### src/design/trace_pkg.sv
/*
  Shared definitions for the retirement trace subsystem.
  Holds the trace entry layout, the RV32I opcodes the core decodes,
  the host register map and the AXI response codes.
  Other files refer to these by scoped names.
*/
`default_nettype none

package trace_pkg;

  localparam int XLEN        = 32;
  localparam int ORDER_W     = 64;
  localparam int TRACE_DEPTH = 8;
  localparam int PTR_W       = $clog2(TRACE_DEPTH);
  localparam int FILL_W      = PTR_W + 1;

  // word 3 (meta) holds order[15:0] in 31:16, trap in 8, rd in 4:0
  typedef struct packed {
    logic [XLEN-1:0] pc;
    logic [XLEN-1:0] insn;
    logic [XLEN-1:0] rd_wdata;
    logic [XLEN-1:0] meta;
  } trace_entry_t;

  // major opcodes and function fields
  localparam logic [6:0] OPC_LUI    = 7'b0110111;
  localparam logic [6:0] OPC_OP_IMM = 7'b0010011;
  localparam logic [6:0] OPC_OP     = 7'b0110011;
  localparam logic [2:0] F3_ADD     = 3'b000;
  localparam logic [2:0] F3_XOR     = 3'b100;
  localparam logic [6:0] F7_BASE    = 7'b0000000;
  localparam logic [6:0] F7_SUB     = 7'b0100000;

  // host register map, byte offsets
  localparam logic [XLEN-1:0] REG_STATUS  = 32'h00;
  localparam logic [XLEN-1:0] REG_DROPPED = 32'h04;
  localparam logic [XLEN-1:0] REG_RETIRED = 32'h08;
  localparam logic [XLEN-1:0] REG_CTRL    = 32'h0C;
  localparam logic [XLEN-1:0] REG_ENTRY0  = 32'h10;
  localparam logic [XLEN-1:0] REG_ENTRY1  = 32'h14;
  localparam logic [XLEN-1:0] REG_ENTRY2  = 32'h18;
  localparam logic [XLEN-1:0] REG_ENTRY3  = 32'h1C;

  localparam logic [1:0] RESP_OKAY   = 2'b00;
  localparam logic [1:0] RESP_SLVERR = 2'b10;

endpackage

`default_nettype wire

### src/design/trace_axil_slave.sv
/*
  AXI4-Lite register slave for the trace buffer.
  Exposes fill level, counters, the trace enable bit and the four words
  of the head entry. Reading the last entry word pops the head entry
  once the R handshake completes. One transaction per channel at a time.
*/
`default_nettype none

module trace_axil_slave (
  input  logic                         clk_i,
  input  logic                         arst_n_i,
  input  logic                         s_awvalid_i,
  input  logic [trace_pkg::XLEN-1:0]   s_awaddr_i,
  input  logic                         s_wvalid_i,
  input  logic [trace_pkg::XLEN-1:0]   s_wdata_i,
  input  logic                         s_bready_i,
  input  logic                         s_arvalid_i,
  input  logic [trace_pkg::XLEN-1:0]   s_araddr_i,
  input  logic                         s_rready_i,
  output logic                         s_awready_o,
  output logic                         s_wready_o,
  output logic                         s_bvalid_o,
  output logic [1:0]                   s_bresp_o,
  output logic                         s_arready_o,
  output logic                         s_rvalid_o,
  output logic [trace_pkg::XLEN-1:0]   s_rdata_o,
  output logic [1:0]                   s_rresp_o,
  input  trace_pkg::trace_entry_t      head_i,
  input  logic [trace_pkg::FILL_W-1:0] fill_i,
  input  logic [trace_pkg::XLEN-1:0]   dropped_i,
  input  logic [trace_pkg::XLEN-1:0]   retired_i,
  output logic                         trace_en_o,
  output logic                         pop_o
);

  logic                       wr_en_q;
  logic                       wr_hs;
  logic                       rd_hs;
  logic                       pop_pend_q;
  logic                       empty;
  logic [trace_pkg::XLEN-1:0] rd_data;
  logic [1:0]                 rd_resp;

  // AW and W are taken in the same cycle
  assign s_awready_o = wr_en_q && s_wvalid_i;
  assign s_wready_o  = wr_en_q && s_awvalid_i;
  assign wr_hs       = wr_en_q && s_awvalid_i && s_wvalid_i;
  assign rd_hs       = s_arready_o && s_arvalid_i;
  assign empty       = (fill_i == '0);

  always_comb begin
    rd_data = '0;
    rd_resp = trace_pkg::RESP_OKAY;
    case (s_araddr_i)
      trace_pkg::REG_STATUS:  rd_data[trace_pkg::FILL_W-1:0] = fill_i;
      trace_pkg::REG_DROPPED: rd_data = dropped_i;
      trace_pkg::REG_RETIRED: rd_data = retired_i;
      trace_pkg::REG_CTRL:    rd_data[0] = trace_en_o;
      // entry words read as zero while the buffer is empty
      trace_pkg::REG_ENTRY0:  rd_data = empty ? '0 : head_i.pc;
      trace_pkg::REG_ENTRY1:  rd_data = empty ? '0 : head_i.insn;
      trace_pkg::REG_ENTRY2:  rd_data = empty ? '0 : head_i.rd_wdata;
      trace_pkg::REG_ENTRY3:  rd_data = empty ? '0 : head_i.meta;
      default:                rd_resp = trace_pkg::RESP_SLVERR;
    endcase
  end

  // write channel, readiness returns once the response is taken
  always_ff @(posedge clk_i or negedge arst_n_i) begin
    if (!arst_n_i) begin
      wr_en_q    <= 1'b0;
      s_bvalid_o <= 1'b0;
      trace_en_o <= 1'b1;
    end else if (wr_hs) begin
      wr_en_q    <= 1'b0;
      s_bvalid_o <= 1'b1;
      if (s_awaddr_i == trace_pkg::REG_CTRL) begin
        trace_en_o <= s_wdata_i[0];
      end
    end else if (s_bvalid_o && s_bready_i) begin
      s_bvalid_o <= 1'b0;
      wr_en_q    <= 1'b1;
    end else if (!s_bvalid_o) begin
      wr_en_q <= 1'b1;
    end
  end

  always_ff @(posedge clk_i) begin
    if (wr_hs) begin
      s_bresp_o <= (s_awaddr_i == trace_pkg::REG_CTRL) ? trace_pkg::RESP_OKAY
                                                       : trace_pkg::RESP_SLVERR;
    end
  end

  // read channel
  always_ff @(posedge clk_i or negedge arst_n_i) begin
    if (!arst_n_i) begin
      s_arready_o <= 1'b0;
      s_rvalid_o  <= 1'b0;
      pop_pend_q  <= 1'b0;
    end else if (rd_hs) begin
      s_arready_o <= 1'b0;
      s_rvalid_o  <= 1'b1;
      pop_pend_q  <= (s_araddr_i == trace_pkg::REG_ENTRY3);
    end else if (s_rvalid_o && s_rready_i) begin
      s_rvalid_o  <= 1'b0;
      s_arready_o <= 1'b1;
      pop_pend_q  <= 1'b0;
    end else if (!s_rvalid_o) begin
      s_arready_o <= 1'b1;
    end
  end

  always_ff @(posedge clk_i) begin
    if (rd_hs) begin
      s_rdata_o <= rd_data;
      s_rresp_o <= rd_resp;
    end
  end

  assign pop_o = s_rvalid_o && s_rready_i && pop_pend_q;

endmodule

`default_nettype wire

### config.mk
export PLATFORM = sky130hd
export DESIGN_NAME = trace_axil_slave
export DESIGN_NICKNAME = d
export VERILOG_FILES = /design/src/design/trace_pkg.sv /design/src/design/trace_axil_slave.sv
export SDC_FILE = /design/constraint.sdc
export NUM_CORES = 1
export LEC_CHECK = 0
export BUFFER_PORTS_ARGS = -buffer_cell sky130_fd_sc_hd__buf_2
export CAP_MARGIN = 20
export CORE_AREA = 4 4 131 133
export CTS_BUF_LIST = sky130_fd_sc_hd__clkbuf_8 sky130_fd_sc_hd__clkbuf_16
export CTS_CLUSTER_DIAMETER = 30
export CTS_CLUSTER_SIZE = 20
export DETAILED_ROUTE_END_ITERATION = 12
export DIE_AREA = 0 0 135 137
export GPL_TIMING_DRIVEN = 0
export PLACE_DENSITY = 0.48
export SYNTH_ARGS = -nofsm -noshare
export SYNTH_HDL_FRONTEND = slang
export SYNTH_SLANG_ARGS = --single-unit
### constraint.sdc
create_clock -name clk_i -period 1.75 [get_ports clk_i]
set_input_delay 0.0875 -clock clk_i [delete_from_list [all_inputs] [get_ports clk_i]]
set_output_delay 0.0875 -clock clk_i [all_outputs]
set_load 0.05 [all_outputs]
# == Word-level counts from Yosys, hierarchy flattened ==
# Index checks and enable logic that the tools add are counted.
# word_totals
in_bits,299
out_inout_bits,43
register_bits,42
word_cells,52
# op_classes
reduce_logical,13
n_eq_ne,10
muxes,20
# op_table
op,count
28-bit case mux with 6 select lines,1
32-bit by 5-bit equality test with 1-bit output (second input constant),4
32-bit two-way mux,4
32-bit by 4-bit equality test with 1-bit output (second input constant),3
32-bit by 3-bit equality test with 1-bit output (second input constant),1
32-bit zero test,1
3-bit case mux with 7 select lines,1
1-bit two-way mux,11
1-bit case mux with 8 select lines,1
8-bit OR reduction,1
1-bit logical AND,7
3-bit by 1-bit != test with 1-bit output (second input constant),2
4-bit zero test,1
2-bit two-way mux,2
2-bit nonzero test,2
2-bit AND reduction,1

# == Longest topological paths before layout ==
# logic_depth
ltp_word,3
depth_mapped,6
ltp_nobuf,4

# == Least setup slack after synthesis ==
# OpenSTA, ideal clock, no wires.
# synth_timing
kind,register to register
startpoint,reg s_arready_o
endpoint,"reg s_rdata_o[0] (netlist name), enable pin"
period_less_slack_ps,1892
path_slack_ps,-142
t_arrival_ps,1504
required_ps,1362
path_stages_with_launch,3
n_path_buf,0
setup_ps,388
path_cell_list,dfrtp_1 -> nand2_1 -> inv_1
# synth_between
elab_chain_cells,1
# synth_rtl
item,line,source
from (decl),trace_axil_slave.sv:24,"output logic s_arready_o,"
from (signal assigned),trace_axil_slave.sv:98,s_arready_o <= 1'b0;
from (signal assigned),trace_axil_slave.sv:102,s_arready_o <= 1'b0;
from (signal assigned),trace_axil_slave.sv:107,s_arready_o <= 1'b1;
1-bit logical AND,trace_axil_slave.sv:48,assign rd_hs = s_arready_o && s_arvalid_i;
net rd_hs,trace_axil_slave.sv:38,logic rd_hs;
to (signal assigned),trace_axil_slave.sv:116,s_rdata_o <= rd_data;
to (decl),trace_axil_slave.sv:26,"output logic [trace_pkg::XLEN-1:0] s_rdata_o,"
# The timed path passes the listed nets, and every way through them passes these cells.
# A chain may end at the register's enable or synchronous reset.

# == Worst setup path in the final report ==
# layout_timing
startpoint,reg s_arready_o
endpoint,"reg s_rresp_o[1], enable pin"
# layout_between
elab_chain_cells,1
# layout_rtl
item,line,source
1-bit logical AND,trace_axil_slave.sv:48,
to (signal assigned),trace_axil_slave.sv:117,s_rresp_o <= rd_resp;
to (decl),trace_axil_slave.sv:27,"output logic [1:0] s_rresp_o,"
# Every way passes these cells.

==> results.md <==
* CP startpoint kind: register
* Antenna Cells at 0
* CTS root buf: clkbuf_16
* Drt total wl at 14.8 mm
* CP max stage cell: clkinvlp_4
* Fin cells at 796
* Fmax at 616 MHz
* Distinct cells, synth at 38
* First-pass GRT wire length at 21.3 mm
* GR Overflow Total at 0
* H-tree Lvls at 2
* Pre-CTS WS at -0.359 ns
* Power Dens Cells at 595 nW/µm²
* Routed WL per cell at 18.5 µm
* Commonest non-fill, non-tap cell in the layout: buf_2
* R2r setup slk at 0.13 ns
* Worst rel slew slack at 0.487
* Final Cycle Share at 0.927
* Seq cells post-synth at 40
* Area contributors post-synth: edfxtp_1, mux4_2, a22oi_1, a2bb2oi_1, nor2_1
* Ports at 342
* CP cell instances: nand2_1, clkinvlp_4
* Hold slack at 0.0499 ns
* Max incr delay on CP at 0.53 ns
* Reg clk slew, reported paths at 0.06 ns
* Core Rows at 46
* Clock power share at 0.319
* GR met3 Demand/Resource at 0.0401
* Die Area at 18500 µm²
* First-pass DRT Iterations at 4
* Cells after synthesis at 261
* Detail Route Antenna Nets at 0
* Area delta synth->final at 65.5%
* I/O Buffers at 307
* Worst Hold Class: input pin to register
* TritonCTS clock tree: built
* Layout cell share with drive strength beyond 1 at 0.648
* Critical path class: register to register
* CP max FO at 17
* Outcome: complete, no violations
* Gate power share at 0.312
* Hpwl dp at 12.2 mm
* Initial Util at 0.194
* Synthesized area at 3070 µm²
* Clk buf depth at 2
* CTS sink cnt at 40
* Post-synth EDFFs at 34
* Setup violators final at 0
* Number of global-route vias before repair at 4020
* Post-route DRC at 0
* P_sw at 0.000902 W
* Endpoint class of the critical path: register
* Num CTS Buffers at 5
* Area share of the largest cell type after synthesis at 0.332
* Leakage power at 2.20 nW
* Synth warn at 0
* Max-Cap Viols at 0
* Area leader, netlist: edfxtp_1
* Arr. time, crit path at 1.51 ns
* Unrepaired setup endpoints after global routing: no
* Post-layout net count at 878
* Final Util at 0.321
* Total GRT Usage at 0.151
* Required @ worst endpoint at 1.63 ns
* Final total power at 0.00303 W
* Count of final hold-check violations at 0
* Global routing usage on met1 at 0.174
* Reg power frac at 0.369
* Worst-margin pin slew at 0.768 ns
* Die Ht at 137 µm
* Core Area at 15800 µm²
* Clock latency on the worst-skew pair at 0.29 ns
* Violation count after the first detailed-route iteration at 136
* Pins over their slew limit at 0
* M2 GR Usage at 0.286
* Die width at 135 µm
* Final worst slack at 0.127 ns
* Initial antenna violation count at 0
* Post-synthesis sequential area ratio at 0.382
* Sw frac at 0.298
* Largest net degree at the start of global routing at 18
* Top FF cell, synth: edfxtp_1
* Internal power at 0.00212 W
* Vias/cell at 4.53
* Total number of vias at 3603
* RePlAce Congestion at 0.830
* Synthesized area per cell at 11.8 µm²
* Layout filler cell count at 1678
* Post-synthesis async set-or-reset flop share at 0.150
* Placed insts at 785
* GRT busiest layer: met2
* Fin crit period at 1.62 ns
* Worst vdd ir at 0.311 mV
* Final Skew at 0.00413 ns
* Most frequent cells in the layout: buf_2, nor2_1, a22oi_1, edfxtp_1, mux4_2
power by group through the flow:
stage | Clock (W) | Sequential, W | Combinational [W]
floorplan | 0 | 0.00133 | 0.000305
global placement | 0 | 0.00114 | 0.000931
detailed placement | 0 | 0.00114 | 0.000939
CTS | 0.00102 | 0.00112 | 0.000956
global route | 0.00106 | 0.00112 | 0.00101
finish | 0.000966 | 0.00112 | 0.000944
state kept, by name, indices dropped and copies added (netlist names):
signal and flops:
s_rvalid_o 1, pop_pend_q 1, wr_en_q 1, s_bvalid_o 1, trace_en_o 1, s_arready_o 1
s_rresp_o 1, s_rdata_o 32, s_bresp_o 1
critical path: cells and delay by family, from the launching register on:
kind,cells,cell delay (ns)
DFF,1,0.39
buffers and inverters,1,0.53
and+or+nand+nor,1,0.30
through the flow:
step,area (µm²),TNS (ns)
2_1_floorplan,3080,0
3_3_place_gp,4890,-11.02
3_5_place_dp,4890,-11.18
4_1_cts,5070,0
5_1_grt,5090,0
6_report,5090,0
cell usage after synthesis (4+ instances only):
library cell / count
clkbuf_1: 11
nor2_1: 34
nand2_1: 7
a21oi_1: 6
or2_2: 4
mux2_2: 4
a22oi_1: 34
a2bb2oi_1: 28
nor4_1: 12
dfrtp_1: 5
mux4_2: 30
edfxtp_1: 34
buf_2: 10
repair_timing:
action / in CTS / in global routing
resized for setup: 2 / 6
hold buffers: 1 / 0
endpoints found under the hold margin: 6 / 0
cloned: 1 / 0
setup buffers: 0 / 1
setup endpoints to repair: 36 / 21
logic make-up (layout without fill, tap and decap cells):
family,count (synthesis),in the layout,share of synthesized area
buffers and inverters,26,344,0.0383
muxes,34,34,0.235
and+or+nand+nor,86,86,0.154
AOI/OAI and AO/OA,74,74,0.190
DFF,40,40,0.382
other,1,2,0.00122
path summary, 6_finish.rpt:
| kind | depth (start not counted) | start | to |
|---|---|---|---|
| min in group asynchronous | 2 | arst_n_i | wr_en_q |
| worst max register to register | 2 | s_arready_o | s_rresp_o[1] |
| worst min register to register | 2 | pop_pend_q | pop_pend_q |
| max in group asynchronous | 2 | arst_n_i | trace_en_o |
| worst min-delay path | 2 | s_wdata_i[0] | trace_en_o |
| worst max-delay path | 2 | s_arready_o | s_rresp_o[1] |
per-layer routing:
layer | part of all wire | up-vias
met2 | 0.52 | 190
li1 | - | 1719
met1 | 0.39 | 1686
met4 | 0.0078 | 0
met5 | 0 | -
met3 | 0.077 | 8
layout make-up:
| class | instances | area (µm²) | share of cell area |
|---|---|---|---|
| Multi-Input combinational cell | 196 | 1800 | 0.354 |
| Timing Repair Buffer | 309 | 1550 | 0.306 |
| Sequential cell | 40 | 1170 | 0.231 |
| Tap cell | 216 | 270 | 0.0531 |
| Clock buffer | 7 | 153 | 0.0300 |
| Buffer | 24 | 114 | 0.0224 |
| Inverter | 2 | 11.3 | 0.00221 |
| Timing Repair inverter | 1 | 7.51 | 0.00148 |
| Clock inverter | 1 | 3.75 | 0.000738 |
No activity file was read; power rests on OpenSTA's default activity.
